<file path="config.mk">
export PLATFORM = sky130hd
export DESIGN_NAME = ble_accel_rx
export DESIGN_NICKNAME = d
export VERILOG_FILES = /design/src/logic/uart_pkg.sv /design/src/logic/accel_pkg.sv /design/src/logic/baud_tick_gen.sv /design/src/logic/uart_byte_rx.sv /design/src/logic/hex_frame_collect.sv /design/src/logic/hex_word_decode.sv /design/src/logic/ble_accel_rx.sv
export SDC_FILE = /design/constraint.sdc
export NUM_CORES = 1
export LEC_CHECK = 0
export BUFFER_PORTS_ARGS = -buffer_cell sky130_fd_sc_hd__buf_2
export CAP_MARGIN = 20
export CORE_ASPECT_RATIO = 1.2
export CORE_MARGIN = 4
export CORE_UTILIZATION = 55
export CTS_BUF_LIST = sky130_fd_sc_hd__clkbuf_4
export CTS_CLUSTER_DIAMETER = 50
export DETAILED_ROUTE_END_ITERATION = 7
export PLACE_DENSITY = 0.71
export SLEW_MARGIN = 0
export SYNTH_ARGS = -nofsm -noshare
export SYNTH_HDL_FRONTEND = slang
export SYNTH_HIERARCHICAL = 1
export SYNTH_SLANG_ARGS = --single-unit
</file>
<file path="constraint.sdc">
create_clock -name clk -period 5.2 [get_ports clk]
set_clock_uncertainty 0.2 [all_clocks]
set_input_delay 0.52 -clock clk [delete_from_list [all_inputs] [get_ports clk]]
set_output_delay 0.52 -clock clk [all_outputs]
set_load 0.005 [all_outputs]
</file>
<file path="src/logic/uart_pkg.sv">
// serial line format for the BLE receive chain
// 8 data bits, no parity, one stop bit, 16x oversampling only
// DIV_W bounds the divisor of the tick generator

package uart_pkg;

   // ***************************************
   // line format
   // ***************************************

   // data bits per character, LSB first on the line
   parameter int DATA_BITS = 8;

   // oversampling ticks per bit
   parameter int OVERSAMPLE = 16;

   // divisor counter width, enough for 100 MHz down to 9600 baud
   parameter int DIV_W = 11;

   // ***************************************
   // receiver output
   // ***************************************

   // one received character
   // valid is a single-cycle strobe, data only meaningful with it
   typedef struct packed {
      logic                 valid;
      logic [DATA_BITS-1:0] data;
   } uart_byte_t;

endpackage

</file>
<file path="src/logic/accel_pkg.sv">
// accelerometer frame as sent over the BLE link
// eight ASCII hex characters, first one most significant, ended by CR
// no separators or sign characters are understood

package accel_pkg;

   // ***************************************
   // frame format
   // ***************************************

   // hex characters per frame
   parameter int FRAME_CHARS = 8;

   // end of frame
   parameter logic [7:0] ASCII_CR = 8'h0D;

   // hex digit ranges
   parameter logic [7:0] ASCII_0    = 8'h30;
   parameter logic [7:0] ASCII_9    = 8'h39;
   parameter logic [7:0] ASCII_A_UP = 8'h41;
   parameter logic [7:0] ASCII_F_UP = 8'h46;
   parameter logic [7:0] ASCII_A_LO = 8'h61;
   parameter logic [7:0] ASCII_F_LO = 8'h66;

   // ***************************************
   // types
   // ***************************************

   typedef logic [7:0] ascii_char_t;

   // chars[FRAME_CHARS-1] holds the first character received
   typedef struct packed {
      logic                              valid;
      logic                              len_ok;
      ascii_char_t [FRAME_CHARS-1:0]     chars;
   } hex_frame_t;

   // decoded value, four bits per character
   typedef logic [31:0] accel_val_t;

endpackage

</file>
<file path="src/logic/baud_tick_gen.sv">
// free running 16x oversampling tick
// CLKS_PER_TICK must be at least 1 and fit in DIV_W bits
// 100 MHz at 115200 baud gives 54

`timescale 1ns/1ps

module baud_tick_gen #(
   parameter logic [uart_pkg::DIV_W-1:0] CLKS_PER_TICK = 11'd54
) (
   input  logic clk,
   input  logic i_rst_n,
   output logic o_tick
);

   import uart_pkg::*;

   // down counter, tick on the reload
   logic [DIV_W-1:0] div_cnt;

   always_ff @(posedge clk) begin
      if (!i_rst_n) begin
         div_cnt <= CLKS_PER_TICK - DIV_W'(1);
         o_tick  <= 1'b0;
      end else if (div_cnt == '0) begin
         // one pulse per CLKS_PER_TICK clocks
         div_cnt <= CLKS_PER_TICK - DIV_W'(1);
         o_tick  <= 1'b1;
      end else begin
         div_cnt <= div_cnt - DIV_W'(1);
         o_tick  <= 1'b0;
      end
   end

endmodule

</file>
<file path="src/logic/uart_byte_rx.sv">
// 8N1 receiver, 16x oversampled, samples each bit at its middle
// a low stop bit drops the byte silently, no error is reported
// i_rx may be asynchronous, it is synchronized here

`timescale 1ns/1ps

module uart_byte_rx (
   input  logic                clk,
   input  logic                i_rst_n,
   input  logic                i_tick,
   input  logic                i_rx,
   output uart_pkg::uart_byte_t o_byte
);

   import uart_pkg::*;

   localparam int TICK_W = $clog2(OVERSAMPLE);
   localparam int BIT_W  = $clog2(DATA_BITS);

   typedef enum logic [2:0] {
      st_idle,
      st_start,
      st_data,
      st_stop,
      st_wait_high
   } rx_state_t;

   rx_state_t            state;
   logic                 rx_meta;
   logic                 rx_sync;
   logic [TICK_W-1:0]    tick_cnt;
   logic [BIT_W-1:0]     bit_cnt;
   logic [DATA_BITS-1:0] shreg;
   logic                 byte_vld;

   // ***************************************
   // input synchronizer
   // ***************************************

   // idle line is high
   always_ff @(posedge clk) begin
      if (!i_rst_n) begin
         rx_meta <= 1'b1;
         rx_sync <= 1'b1;
      end else begin
         rx_meta <= i_rx;
         rx_sync <= rx_meta;
      end
   end

   // ***************************************
   // bit timing FSM
   // ***************************************

   always_ff @(posedge clk) begin
      if (!i_rst_n) begin
         state    <= st_idle;
         tick_cnt <= '0;
         bit_cnt  <= '0;
         byte_vld <= 1'b0;
      end else begin
         byte_vld <= 1'b0;
         case (state)
            st_idle: begin
               // falling edge starts the count
               if (!rx_sync) begin
                  state    <= st_start;
                  tick_cnt <= '0;
               end
            end
            st_start: begin
               if (i_tick) begin
                  // half a bit in, start must still be low
                  if (tick_cnt == TICK_W'(OVERSAMPLE / 2 - 1)) begin
                     tick_cnt <= '0;
                     bit_cnt  <= '0;
                     state    <= rx_sync ? st_idle : st_data;
                  end else begin
                     tick_cnt <= tick_cnt + TICK_W'(1);
                  end
               end
            end
            st_data: begin
               if (i_tick) begin
                  if (tick_cnt == TICK_W'(OVERSAMPLE - 1)) begin
                     tick_cnt <= '0;
                     if (bit_cnt == BIT_W'(DATA_BITS - 1)) begin
                        state <= st_stop;
                     end else begin
                        bit_cnt <= bit_cnt + BIT_W'(1);
                     end
                  end else begin
                     tick_cnt <= tick_cnt + TICK_W'(1);
                  end
               end
            end
            st_stop: begin
               if (i_tick) begin
                  if (tick_cnt == TICK_W'(OVERSAMPLE - 1)) begin
                     tick_cnt <= '0;
                     // good stop bit, line is already high again
                     byte_vld <= rx_sync;
                     state    <= rx_sync ? st_idle : st_wait_high;
                  end else begin
                     tick_cnt <= tick_cnt + TICK_W'(1);
                  end
               end
            end
            st_wait_high: begin
               // bad stop or break, hold off until the line recovers
               if (rx_sync) begin
                  state <= st_idle;
               end
            end
            default: state <= st_idle;
         endcase
      end
   end

   // data shift register, LSB arrives first
   always_ff @(posedge clk) begin
      if (state == st_data && i_tick && tick_cnt == TICK_W'(OVERSAMPLE - 1)) begin
         shreg <= {rx_sync, shreg[DATA_BITS-1:1]};
      end
   end

   // shreg is stable once the stop bit is reached
   assign o_byte = '{valid: byte_vld, data: shreg};

endmodule

</file>
<file path="src/logic/hex_frame_collect.sv">
// gathers characters into an eight character window up to a CR
// only the last eight characters before the CR are kept
// length check uses a count that saturates at FRAME_CHARS + 1

`timescale 1ns/1ps

module hex_frame_collect (
   input  logic                   clk,
   input  logic                   i_rst_n,
   input  uart_pkg::uart_byte_t   i_byte,
   output accel_pkg::hex_frame_t  o_frame
);

   import accel_pkg::*;

   localparam int CNT_W = $clog2(FRAME_CHARS + 2);

   ascii_char_t [FRAME_CHARS-1:0] char_buf;
   logic [CNT_W-1:0]              char_cnt;
   logic                          frame_vld;
   logic                          len_ok;
   logic                          is_cr;

   assign is_cr = (i_byte.data == ASCII_CR);

   // ***************************************
   // character window
   // ***************************************

   // oldest character shifts toward the top
   always_ff @(posedge clk) begin
      if (i_byte.valid && !is_cr) begin
         char_buf <= {char_buf[FRAME_CHARS-2:0], i_byte.data};
      end
   end

   // one past a full frame is enough to flag too long
   always_ff @(posedge clk) begin
      if (!i_rst_n) begin
         char_cnt  <= '0;
         frame_vld <= 1'b0;
      end else begin
         frame_vld <= i_byte.valid && is_cr;
         if (i_byte.valid) begin
            if (is_cr) begin
               char_cnt <= '0;
            end else if (char_cnt != CNT_W'(FRAME_CHARS + 1)) begin
               char_cnt <= char_cnt + CNT_W'(1);
            end
         end
      end
   end

   // a bare CR still yields a frame, flagged short
   always_ff @(posedge clk) begin
      if (i_byte.valid && is_cr) begin
         len_ok <= (char_cnt == CNT_W'(FRAME_CHARS));
      end
   end

   // window holds until the next character, well after the strobe
   assign o_frame = '{valid: frame_vld, len_ok: len_ok, chars: char_buf};

endmodule

</file>
<file path="src/logic/hex_word_decode.sv">
// ASCII hex to binary, upper and lower case digits accepted
// o_value only changes on a fully good frame
// every other frame gives a single o_frame_err pulse

`timescale 1ns/1ps

module hex_word_decode (
   input  logic                   clk,
   input  logic                   i_rst_n,
   input  accel_pkg::hex_frame_t  i_frame,
   output accel_pkg::accel_val_t  o_value,
   output logic                   o_value_valid,
   output logic                   o_frame_err
);

   import accel_pkg::*;

   // {ok, nibble} for one character
   function automatic logic [4:0] hex_nibble(input ascii_char_t c);
      logic [7:0] offs;
      if (c >= ASCII_0 && c <= ASCII_9) begin
         offs = c - ASCII_0;
         return {1'b1, offs[3:0]};
      end else if (c >= ASCII_A_UP && c <= ASCII_F_UP) begin
         offs = c - ASCII_A_UP + 8'd10;
         return {1'b1, offs[3:0]};
      end else if (c >= ASCII_A_LO && c <= ASCII_F_LO) begin
         offs = c - ASCII_A_LO + 8'd10;
         return {1'b1, offs[3:0]};
      end
      return 5'b0_0000;
   endfunction

   accel_val_t dec_val;
   logic       all_ok;
   logic [4:0] nib_res;

   // char i lands in nibble i, top char is most significant
   always_comb begin
      all_ok  = 1'b1;
      dec_val = '0;
      nib_res = '0;
      for (int i = 0; i < FRAME_CHARS; i++) begin
         nib_res = hex_nibble(i_frame.chars[i]);
         all_ok  = all_ok & nib_res[4];
         dec_val[4*i +: 4] = nib_res[3:0];
      end
   end

   always_ff @(posedge clk) begin
      if (!i_rst_n) begin
         o_value       <= '0;
         o_value_valid <= 1'b0;
         o_frame_err   <= 1'b0;
      end else begin
         o_value_valid <= 1'b0;
         o_frame_err   <= 1'b0;
         if (i_frame.valid) begin
            if (i_frame.len_ok && all_ok) begin
               o_value       <= dec_val;
               o_value_valid <= 1'b1;
            end else begin
               o_frame_err <= 1'b1;
            end
         end
      end
   end

endmodule

</file>
<file path="src/logic/ble_accel_rx.sv">
// BLE accelerometer receive chain, serial line in, 32-bit value out
// CR byte to result pulse is 2 clocks
// CLKS_PER_TICK sets the baud rate, clk / (16 * baud)

`timescale 1ns/1ps

module ble_accel_rx #(
   parameter logic [uart_pkg::DIV_W-1:0] CLKS_PER_TICK = 11'd54
) (
   input  logic                   clk,
   input  logic                   i_rst_n,
   input  logic                   i_rx,
   output accel_pkg::accel_val_t  o_value,
   output logic                   o_value_valid,
   output logic                   o_frame_err
);

   import uart_pkg::*;
   import accel_pkg::*;

   logic       tick;
   uart_byte_t rx_byte;
   hex_frame_t frame;

   // ***************************************
   // serial front end
   // ***************************************

   baud_tick_gen #(
      .CLKS_PER_TICK (CLKS_PER_TICK)
   ) u_baud (
      .clk     (clk),
      .i_rst_n (i_rst_n),
      .o_tick  (tick)
   );

   uart_byte_rx u_rx (
      .clk     (clk),
      .i_rst_n (i_rst_n),
      .i_tick  (tick),
      .i_rx    (i_rx),
      .o_byte  (rx_byte)
   );

   // ***************************************
   // frame assembly and decode
   // ***************************************

   hex_frame_collect u_collect (
      .clk     (clk),
      .i_rst_n (i_rst_n),
      .i_byte  (rx_byte),
      .o_frame (frame)
   );

   hex_word_decode u_decode (
      .clk           (clk),
      .i_rst_n       (i_rst_n),
      .i_frame       (frame),
      .o_value       (o_value),
      .o_value_valid (o_value_valid),
      .o_frame_err   (o_frame_err)
   );

endmodule

</file>
Word-level counts from Yosys, hierarchy flattened
Index checks and enable logic that the tools add are counted.
{"block": "classes", "magnitude_cmp": 48, "muxes": 85, "reduce_logical": 44, "addsub": 44, "bitwise": 8, "multipliers": 0, "eq_ne": 21, "n_shift": 0, "n_div": 0}
{"op": "5-bit 2-to-1 mux", "count": 32}
{"op": "8-bit by 7-bit greater-or-equal comparator with 1-bit output, second input constant", "count": 16}
{"op": "8-bit by 7-bit <= comparator with 1-bit output, second input constant", "count": 16}
{"op": "4-bit by 1-bit subtractor with 4-bit output, second input constant", "count": 24}
{"op": "4-bit adder, second input constant", "count": 16}
{"op": "8-bit by 6-bit greater-or-equal comparator with 1-bit output, second input constant", "count": 8}
{"op": "8-bit by 6-bit <= comparator with 1-bit output, second input constant", "count": 8}
{"op": "3-bit 2-to-1 mux", "count": 15}
{"op": "1-bit logical AND", "count": 29}
{"op": "4-bit 2-to-1 mux", "count": 7}
{"op": "1-bit 2-to-1 mux", "count": 27}
{"op": "3-bit one-hot mux with 5 select lines", "count": 1}
{"op": "2-bit by 1-bit inequality test with 1-bit output, second input constant", "count": 6}
{"op": "4-bit one-hot mux with 3 select lines", "count": 1}
{"op": "11-bit logical NOT", "count": 1}
{"op": "11-bit by 1-bit subtractor with 11-bit output, second input constant", "count": 1}
{"op": "2-bit inequality test, second input constant", "count": 5}
{"op": "9-bit AND reduction", "count": 1}
{"op": "4-bit by 1-bit adder with 4-bit output, second input constant", "count": 2}
{"op": "4-bit equality test, second input constant", "count": 2}
{"op": "8-bit by 4-bit equality test with 1-bit output, second input constant", "count": 1}
{"op": "4-bit AND reduction", "count": 2}
{"op": "1-bit bitwise AND", "count": 7}
{"op": "3-bit by 2-bit equality test with 1-bit output, second input constant", "count": 2}
{"op": "15 further kinds", "count": 20}
{"block": "word_totals", "input_bits": 3, "ram_bits": 0, "mem_count": 0, "output_inout_bits": 34, "wordCells": 273, "rom_bits": 0, "register_bits": 137, "latch_bits": 0}

Logic depth before layout (Yosys ltp)
Gate-level depths: netlist (run 1).
{"block": "depth", "ltp_word": 15, "ltp_mapped": 11, "mapped_depth_nobuf": 8}

Hierarchy
The synthesis (run 1) kept the hierarchy.
{"module": "hex_word_decode", "seq_area_each_um2": 680.7, "area_per_inst_um2": 2676.3, "instances": 1, "cells_per_inst": 316}
{"module": "hex_frame_collect", "seq_area_each_um2": 2052.0, "area_per_inst_um2": 2284.7, "instances": 1, "cells_per_inst": 105}
{"module": "uart_byte_rx", "seq_area_each_um2": 500.5, "area_per_inst_um2": 989.7, "instances": 1, "cells_per_inst": 98}
{"module": "baud_tick_gen", "seq_area_each_um2": 240.2, "area_per_inst_um2": 560.5, "instances": 1, "cells_per_inst": 61}

Least setup slack after synthesis (run 1)
Ideal clock, no wire load.
{"block": "synth_timing", "kind": "reg-to-reg", "from": "register u_rx.shreg[0]", "to": "register u_collect.char_buf, in the netlist u_collect/o_frame[0], enable pin", "setup_ns": 0.429, "path_buffers": 0, "required_time_ns": 4.571, "arrival_time_ns": 2.208, "stages_incl_launch_ff": 4, "setup_slack_ns": 2.363, "period_less_slack_ns": 2.837, "path_cell_list": "edfxtp_1 nor4b_2 nand4_1 and2_1"}
{"block": "synth_between", "elab_chain_len": 3}
{"item": "from (decl)", "line": "uart_byte_rx.sv:33", "source": "logic [DATA_BITS-1:0] shreg;"}
{"item": "from (signal assigned)", "line": "uart_byte_rx.sv:123", "source": "shreg <= {rx_sync, shreg[DATA_BITS-1:1]};"}
{"item": "8-bit by 4-bit equality test with 1-bit output", "line": "hex_frame_collect.sv:24", "source": "assign is_cr = (i_byte.data == ASCII_CR);"}
{"item": "1-bit logical NOT", "line": "hex_frame_collect.sv:32", "source": "if (i_byte.valid && !is_cr) begin"}
{"item": "1-bit logical AND", "line": "hex_frame_collect.sv:32"}
{"item": "to (signal assigned)", "line": "hex_frame_collect.sv:33", "source": "char_buf <= {char_buf[FRAME_CHARS-2:0], i_byte.data};"}
{"item": "to (decl)", "line": "hex_frame_collect.sv:18", "source": "ascii_char_t [FRAME_CHARS-1:0] char_buf;"}
No other way between the ends.
A chain may end at the register's enable or synchronous reset.

Worst setup path in the final report (run 1)
{"block": "layout_timing", "from": "register u_collect.char_buf, in the netlist u_collect/o_frame[59]", "to": "register u_decode.o_value[2]"}
{"block": "layout_between", "elab_chain_len": 9, "word_cells_on_any_way": 18, "classes_between": "order compare (6); mux (6); bitwise (1); reduce/logical (5)"}
{"item": "8-bit by 7-bit greater-or-equal comparator with 1-bit output or 8-bit by 7-bit <= comparator with 1-bit output (tied branches)", "line": "hex_word_decode.sv:27", "source": "end else if (c >= ASCII_A_LO && c <= ASCII_F_LO) begin"}
{"item": "1-bit logical AND", "line": "hex_word_decode.sv:27"}
{"item": "1-bit 2-to-1 mux", "line": "hex_word_decode.sv:27"}
{"item": "1-bit 2-to-1 mux", "line": "hex_word_decode.sv:24", "source": "end else if (c >= ASCII_A_UP && c <= ASCII_F_UP) begin"}
{"item": "1-bit 2-to-1 mux", "line": "hex_word_decode.sv:21", "source": "if (c >= ASCII_0 && c <= ASCII_9) begin"}
{"item": "5-bit 2-to-1 mux (*)", "line": "hex_word_decode.sv:31", "source": "return 5'b0_0000;"}
{"item": "1-bit bitwise AND (*)", "line": "hex_word_decode.sv:45", "source": "all_ok = all_ok & nib_res[4];"}
{"item": "1-bit logical AND (*)", "line": "hex_word_decode.sv:59", "source": "if (i_frame.len_ok && all_ok) begin"}
{"item": "2-bit AND reduction (no line) (*)"}
{"item": "to (signal assigned)", "line": "hex_word_decode.sv:60", "source": "o_value <= dec_val;"}
{"item": "to (decl)", "line": "hex_word_decode.sv:11", "source": "output accel_pkg::accel_val_t o_value,"}
Mark *: on every way between the ends. The rest lies on a longest branch, timed or not.

==> impl_metrics.toml, run 1 <==
[timing]
hold_viol_final = 0
drv_slew = 0
tns_ps = 0
fin_crit_sh_pct = 70.2
period_minus_slack_ps = 3650
worst_slack_ps = 1550
rsz0062_at_grt = "no"
finalSetupViolations = 0
worst_slew_pin_slew_ps = 1010
fmax_mhz = 274
hold_ws_ps = 183
timing.slew.headroom_pct = 30.8

[setup_path]
critical_path_class = "reg2reg"
reg2reg_slack_ps = 1550
required_ps = 5450
crit_fanout = 29
timing.critical_path.buf_inv = 0
rr_worst_depth = 6
cp.depth = 6
cpMaxStageDelayCell = "o2111a_1"
cpPeakStageDelay_ps = 850
critPathLaunchType = "flop"
arrival_ps = 3900
end_kind = "flop"
critPathTopFamily = "compound AO/OA/AOI/OAI gates"
crit_chain = "or4b_4 > a211o_1 > a222oi_1 > o2111a_1 > and2_4 > mux2i_1"

[grt]
grtUsageTotal_pct = 21.4
grt_max_degree = 65
antenna_found_initial = 0
grt_pass1_vias = 4746
grt_pass1_wl_um = 22900
gr-total-overflow = 0

[layout]
nFillCells = 963
multi_input_area_um2 = 2770
nets = 654
layout_common_cells = "edfxtp_1 (73), dfxtp_1 (64), nand2_1 (37)"
drive_above_1_share_pct = 13.4
register_area_um2 = 3470
antenna_cells = 0
stdcell_count = 789
final_common_cell = "edfxtp_1"
fin_util_pct = 61.5
syn_to_final_growth_pct = 9.22

[synth]
synth_fa_ha_area_share_pct = 6.15
synth.area.mux_share_pct = 2.46
ys_types = 71
syn-cell-area_um2 = 6510
synth.avg_cell_area_um2 = 11.2
syn_nets = 615
synthCells = 580
synth_compound_area_share_pct = 18.3
ys_ff_latch = 137
synth-edff-count = 73
synthArstFlopShare_pct = 0
yosysWarnings = 6
synth-simple-area-share_pct = 15.4
ys.flop_type = "edfxtp_1"
seq_area_frac_synth_pct = 53.3
synth_xor_area_share_pct = 0.269
synth_top_family_by_area = "compound AO/OA/AOI/OAI gates"

[drt]
routed_wl_um = 14100
drt-initial-drc-count = 374
drtAntennaViolNets = 0
vias = 4818
routedWlPerCell_um = 17.8
first_pass_iters = 6
vias_per_cell = 6.11
drc = 0

[clock_tree]
insertion_delay_ps = 520
cts.path.max_buffers = 2
clk_pin_slew_worst_paths_ps = 110
cts_tree = "yes"
cts_resized = 0
cts_buffers = 17
cts_hold_buf = 1
root_buffer = "clkbuf_4"
cts_sinks = 137
h-tree-depth = 4
postCtsSetupBuffers = 0

[placement]
place_congestion = 0.891
dp.cells = 756
port_buffers = 36
dpl.hpwl_um = 10200
pre_cts_slack_ps = 1620

[power_and_ir_drop]
ir_worst_vdd_mv = 0.166
power_density_nw_per_um2 = 274
p_leak_nw = 2.65

[hold_path]
hold_class = "in2reg"
hold_depth = 2

[die]
core_um2 = 11600
ios = 37
placementRows = 43
die_height_um = 127
initial_utilization_pct = 56.3
die_area_um2 = 13700
die_x_um = 107

[run_status]
outcome = "finished clean"

[job]
maxCapViolCount = 0
-- path summary, 6_finish.rpt --
| check | startpoint | to |
|---|---|---|
| max | u_collect/o_frame[59] | u_decode/o_value[2] |
| min | i_rst_n | u_rx/rx_meta |
| max reg2reg | u_collect/o_frame[59] | u_decode/o_value[2] |
| min reg2reg | u_rx/rx_meta | u_rx/rx_sync |
-- flip-flops by register name, indices dropped and copies added, names as in the netlist --
register / count
u_collect/o_frame: 64
u_decode/o_value: 32
u_baud/div_cnt: 11
u_rx/shreg: 8
u_collect/char_cnt: 4
u_rx/tick_cnt: 4
u_rx/bit_cnt: 3
u_rx/state: 3
u_baud/o_tick: 1
u_collect/frame_vld: 1
u_collect/len_ok: 1
u_decode/o_frame_err: 1
u_decode/o_value_valid: 1
u_rx/byte_vld: 1
u_rx/rx_meta: 1
u_rx/rx_sync: 1
-- layout make-up --
type	count	area share [%]
inverter	34	1.79
sequential	137	48.8
multi-input combinational	387	39.0
clock buffer	19	2.01
tap	157	2.76
timing repair buffer	42	3.15
clock inverter	13	2.48
-- per-stage QoR --
step	area [um^2]	total power, mW
after floorplan	6510	1.19
after CTS	7110	1.97
after global placement	6780	1.21
after global routing	7110	2.03
final	7110	1.95
after detailed placement	6780	1.21
-- routing by layer --
layer / GRT usage (%) / up-vias / share of wire (%)
met5: 0 / - / 0
met2: 38.7 / 104 / 54
met3: 5.36 / 20 / 3.2
met1: 24.2 / 2373 / 41
met4: 7.75 / 0 / 2.2
li1: - / 2321 / -
-- where the power goes --
group	internal, mW	leakage [nW]	switching, mW	total [mW]
combinational	0.0173	1.30	0.0277	0.0449
sequential	1.13	1.17	0.00747	1.14
clock	0.391	0.182	0.376	0.767
total	1.54	2.65	0.411	1.95
-- kinds of logic (layout without fill, tap and decap cells) --
logic type | after synthesis | in the layout
flops | 137 | 137
mux | 16 | 16
fa+ha+maj | 32 | 32
compound gates | 163 | 163
buf+inv | 56 | 108
simple gates | 174 | 174
xor+xnor | 2 | 2
-- cells in the mapped netlist (11+ instances only) --
cell type   n  area (um^2)
ha_1       32          400
nand2_1    37          139
mux2i_1    16          160
edfxtp_1   73         2190
inv_1      33          124
clkbuf_1   11         41.3
a21oi_1    27          135
o21a_1     18          135
nand3_1    20          100
o21ai_0    19         95.1
a41oi_1    20          175
dfxtp_1    64         1280
nor2_1     27          101
-- worst reg2reg max path, delay by kind of cell, from the launching register on --
kind | cells | cell delay [ps]
compound gates | 3 | 1600
simple gates | 2 | 1080
flops | 1 | 440
mux | 1 | 260
Note: power is estimated with default switching activity, not from simulation.
==> run 2, diff against run 1 <==
--- a/config.mk
+++ b/config.mk
@@ -13,7 +13,7 @@
 export CTS_BUF_LIST = sky130_fd_sc_hd__clkbuf_4
 export CTS_CLUSTER_DIAMETER = 50
 export DETAILED_ROUTE_END_ITERATION = 7
-export PLACE_DENSITY = 0.71
+export PLACE_DENSITY = 0.74
 export SLEW_MARGIN = 0
 export SYNTH_ARGS = -nofsm -noshare
 export SYNTH_HDL_FRONTEND = slang
==> constraint.sdc (replaced) <==
create_clock -name clk -period 2.9 [get_ports clk]
set_clock_uncertainty 0.2 [all_clocks]
set_input_delay 0.29 -clock clk [delete_from_list [all_inputs] [get_ports clk]]
set_output_delay 0.29 -clock clk [all_outputs]
set_load 0.005 [all_outputs]
==> run 2 against run 1 <==
  * Sequential share of layout area decreased by 1.4 points
  * Core utilization increased by 1.8 points
  * Final cell count increased by 3.0%
  * Critical path type unchanged
  * First-iteration DRC count increased by 3.7%
  * Non-clock buffer count increased by 23
==> impl_metrics.toml, run 2 (synthesis gave the netlist of run 1 again) <==
[grt]
grt_pass1_wl_um = 23000
grt_pass1_vias = 4829
busiest_layer = "met2"
grtUsageTotal_pct = 21.3
grt_max_degree = 44
grt_use_met2_pct = 36.9
gr-total-overflow = 0
grt_util_met1_pct = 25.2
antenna_found_initial = 0
use_met3_pct = 5.31

[clock_tree]
cts_tree = "yes"
root_buffer = "clkbuf_4"
cts.path.max_buffers = 2
cts_sinks = 137
cts_buffers = 17
clk_pin_slew_worst_paths_ps = 130
insertion_delay_ps = 530
h-tree-depth = 4

[hold_path]
min_to = "u_rx/rx_sync"
hold_class = "reg2reg"
min-delay-start = "u_rx/rx_meta"
hold_depth = 1

[drt]
first_pass_iters = 5
drt-initial-drc-count = 388
vias_per_cell = 6.05
vias = 4918
routedWlPerCell_um = 17.3
drtAntennaViolNets = 0
routed_wl_um = 14100
drc = 0

[setup_path]
arrival_ps = 3110
startpoint = "u_collect/o_frame[63]"
critPathLaunchType = "flop"
reg2reg_slack_ps = 40
critPathTopFamily = "compound AO/OA/AOI/OAI gates"
crit_chain = "or4b_4 > a211o_1 > a222oi_1 > o2111a_2 > and2_4 > buf_4 > mux2i_1"
timing.critical_path.buf_inv = 1
cpMaxStageDelayCell = "or4b_4"
crit_fanout = 4
required_ps = 3160
critical_path_class = "reg2reg"
end_kind = "flop"
cpPeakStageDelay_ps = 540
reg2reg_to = "u_decode/o_value[27]"
reg2reg_from = "u_collect/o_frame[63]"
rr_worst_depth = 7

[placement]
dp.cells = 771
dpl.hpwl_um = 9750
place_congestion = 0.894
port_buffers = 36
placed_area_um2 = 6910

[power_and_ir_drop]
power_switching_mw = 0.763
switching_share_pct = 22.9
seqPwrFrac_pct = 61.2
p_clk_share_pct = 36.3
intPower_mw = 2.57
power_density_nw_per_um2 = 456
p_leak_nw = 2.74
combinationalPowerShare_pct = 2.5
ir_worst_vdd_mv = 0.308

[timing]
fin_crit_sh_pct = 98.5
period_minus_slack_ps = 2860
drv_slew = 0
worst_slew_pin_slew_ps = 817
finalSetupViolations = 0
hold_viol_final = 0
fmax_mhz = 350
timing.slew.headroom_pct = 44.1

[layout]
syn_to_final_growth_pct = 12.5
fin_area_um2 = 7320
layout_common_cells = "edfxtp_1 (73), dfxtp_1 (64), nand2_1 (37)"
drive_above_1_share_pct = 16.9
nets = 678
final_common_cell = "edfxtp_1"
antenna_cells = 0
stdcell_count = 813
largest_register_ffs = 64

[die]
initial_utilization_pct = 56.3
ios = 37
die_x_um = 107
die_height_um = 127
die_area_um2 = 13700
core_um2 = 11600
placementRows = 43

[job]
maxCapViolCount = 0

[run_status]
outcome = "finished clean"
==> run 2: layer usage <==
metal  vias to the layer above  wire length [um]
li1                       2364                 -
met1                      2368              5670
met2                       150              7250
met3                        36               730
met4                         0               446
met5                         -                 0
==> run 2: how the worst max path moves through the flow <==
stage | to | cells after the start | slack (ps)
finish | u_decode/o_value[27] | 7 | 40
detailed placement | u_decode/o_value[3] | 6 | 20
floorplan | u_collect/o_frame[0] | 3 | 60
CTS | u_decode/o_value[0] | 9 | 7
global placement | u_decode/o_value[15] | 6 | 100
global route | u_decode/o_value[8] | 6 | -40
==> run 2: through the flow <==
stage	power (mW)	setup slack, ps	utilization (%)	setup TNS [ps]	hold WS [ps]
2_1_floorplan	2.14	62.9	-	0	163
3_5_place_dp	2.17	22.8	59.8	0	227
3_3_place_gp	2.16	102	59.8	0	192
6_report	3.34	44.0	63.3	0	241
5_1_grt	3.47	-42.7	63.3	-593	256
4_1_cts	3.37	6.62	62.4	0	255
==> run 2: power groups by stage <==
stage | Sequential [mW] | Combinational, mW | Clock (mW)
final | 2.04 | 0.0822 | 1.21
after global routing | 2.05 | 0.0915 | 1.33
after CTS | 2.04 | 0.0814 | 1.25
after detailed placement | 2.09 | 0.0787 | 0
after global placement | 2.09 | 0.0757 | 0
after floorplan | 2.08 | 0.0594 | 0
==> run 2: final cells by class <==
type                       instances  area (um^2)
clock buffer                      17          128
clock inverter                    15          153
fill                             887         4250
inverter                          34          128
multi-input combinational        388         2800
sequential                       137         3470
tap                              157          196
timing repair buffer              65          444
==> run 2: timing repair <==
item                                    CTS  global route
gates cloned                              1             0
resized for setup                         0             9
buffers inserted                          0             7
pin swaps                                 1             4
hold buffers                              2             0
endpoints found under the setup margin    1            33
hold endpoints to repair                 11             0
==> run 3, diff against run 2 <==
--- a/config.mk
+++ b/config.mk
@@ -13,6 +13,8 @@
 export CTS_BUF_LIST = sky130_fd_sc_hd__clkbuf_4
 export CTS_CLUSTER_DIAMETER = 50
 export DETAILED_ROUTE_END_ITERATION = 7
+export GPL_ROUTABILITY_DRIVEN = 0
+export GPL_TIMING_DRIVEN = 0
 export PLACE_DENSITY = 0.74
 export SLEW_MARGIN = 0
 export SYNTH_ARGS = -nofsm -noshare
==> run 3 against run 2 <==
  * The flow now finishes with violations (negative setup slack)
  * Sequential share of layout area fell by 0.65 points
  * Routed wire length rose by 4.9%
  * Final cell count rose by 1.6%
  * Die area did not move
  * Hold slack got worse by 10 ps
  * Maximum frequency fell by 2.8%
  * Cell area rose by 1.4%
  * Critical path depth rose by 1
  * Register-to-register slack got worse by 80 ps
  * Worst setup slack got worse by 81 ps
  * Count of clock-buffer cells in the layout rose by 1
  * Largest cell class unchanged
  * Highest routed layer unchanged
==> impl_metrics.toml, run 3 (synthesis gave the netlist of run 1 again) <==
[run_status]
outcome = "complete, but fails checks"
violations = "negative setup slack"

[drt]
drt-initial-drc-count = 368
routed_wl_um = 14800
drtAntennaViolNets = 0
first_pass_iters = 5
routedWlPerCell_um = 17.9
drc = 0
vias = 5032
vias_per_cell = 6.09

[setup_path]
arrival_ps = 3160
critical_path_class = "reg2reg"
cpPeakStageDelay_ps = 560
cpMaxStageDelayCell = "or4b_4"
crit_fanout = 10
required_ps = 3130
end_kind = "flop"
critPathTopFamily = "compound AO/OA/AOI/OAI gates"
crit_chain = "or4b_4 > a211o_1 > a222oi_1 > o2111a_1 > buf_6 > buf_4 > a41oi_1 > o21a_1"
timing.critical_path.buf_inv = 2
critPathLaunchType = "flop"

[timing]
hold_ws_ps = 231
worst_slack_ps = -37.3
fmax_mhz = 340
finalSetupViolations = 15
fin_crit_sh_pct = 101
tns_ps = -364
hold_viol_final = 0
worst_slew_pin_slew_ps = 852
timing.slew.headroom_pct = 43.2
period_minus_slack_ps = 2940
drv_slew = 0
rsz0062_at_grt = "yes"

[grt]
antenna_found_initial = 0
grt_max_degree = 36
grtUsageTotal_pct = 21.9
gr-total-overflow = 0
grt_pass1_wl_um = 23700
grt_pass1_vias = 4868

[placement]
dpl.hpwl_um = 10300
dp.cells = 775
port_buffers = 36

[power_and_ir_drop]
switching_share_pct = 22.6
intPower_mw = 2.57
power_switching_mw = 0.752
seqPwrFrac_pct = 61.4
combinationalPowerShare_pct = 2.7
p_leak_nw = 2.78
p_clk_share_pct = 35.9
ir_worst_vdd_mv = 0.292
power_density_nw_per_um2 = 448

[layout]
antenna_cells = 0
stdcell_count = 826
drive_above_1_share_pct = 17.6
multi_input_area_um2 = 2830
nFillCells = 927
nets = 691
largest_register_ffs = 64
final_common_cell = "edfxtp_1"
syn_to_final_growth_pct = 14.0
layout_common_cells = "edfxtp_1 (73), dfxtp_1 (64), buf_2 (37), nand2_1 (37), inv_1 (33)"
register_area_um2 = 3470

[die]
initial_utilization_pct = 56.3
die_area_um2 = 13700
ios = 37
core_um2 = 11600
die_x_um = 107
die_height_um = 127
placementRows = 43

[hold_path]
hold_class = "reg2reg"

[clock_tree]
cts.path.max_buffers = 2
clk_pin_slew_worst_paths_ps = 110
cts_tree = "yes"
cts_sinks = 137
h-tree-depth = 4
cts_buffers = 17
root_buffer = "clkbuf_4"
insertion_delay_ps = 520

[job]
maxCapViolCount = 0
==> run 3: cell count changes in the layout (fill, tap and decap cells not counted), sizes merged <==
| cell | previous run | this run |
|---|---|---|
| inv | 35 | 33 |
| clkinv | 9 | 10 |
| buf | 63 | 64 |
| and2 | 5 | 4 |
| dlygate4sd3 | 2 | 3 |
| clkbuf | 17 | 30 |
==> run 3: worst paths after layout <==
check	start	slack [ps]	depth (start not counted)	end
min reg2reg	u_rx/rx_meta	230	1	u_rx/rx_sync
min	u_rx/rx_meta	230	1	u_rx/rx_sync
max	u_collect/o_frame[59]	-40	8	u_decode/o_value[17]
max reg2reg	u_collect/o_frame[59]	-40	8	u_decode/o_value[17]
==> run 3: power by group through the flow <==
stage | registers, mW | logic [mW] | clock network [mW]
after floorplan | 2.08 | 0.0594 | 0
after global placement | 2.08 | 0.0824 | 0
after detailed placement | 2.08 | 0.0849 | 0
after CTS | 2.04 | 0.0887 | 1.23
after global routing | 2.04 | 0.101 | 1.31
final | 2.04 | 0.0904 | 1.19
==> run 3: per-stage QoR <==
stage	instance area [um^2]	utilization [%]	setup WS (ps)	total power, mW
2_1_floorplan	6510	-	62.9	2.14
3_3_place_gp	6890	59.5	-568	2.17
3_5_place_dp	6910	59.8	-213	2.17
4_1_cts	7330	63.4	13.1	3.36
5_1_grt	7420	64.2	-139	3.45
6_report	7420	64.2	-37.3	3.32
==> run 3: area by class of cell <==
class | count | share of cell area (%)
inverter | 34 | 1.72
buffer | 21 | 2.12
timing repair buffer | 58 | 5.06
multi-input combinational | 387 | 38.1
clock inverter | 14 | 1.79
clock buffer | 18 | 1.82
tap | 157 | 2.65
sequential | 137 | 46.8
==> run 3: metal layers <==
metal / share of wire [%] / global-route usage, %
met1: 40 / 26.3
met2: 53 / 39.8
met3: 5.0 / 4.09
met4: 2.0 / 6.02
met5: 0 / 0
==> run 3: what timing repair did <==
action / CTS / global route
pin swaps: 4 / 4
gates cloned: 0 / 1
gates resized for setup: 8 / 14
buffers inserted: 12 / 3
hold endpoints to repair: 2 / 0
endpoints found under the setup margin: 33 / 33
hold buffers: 3 / 0
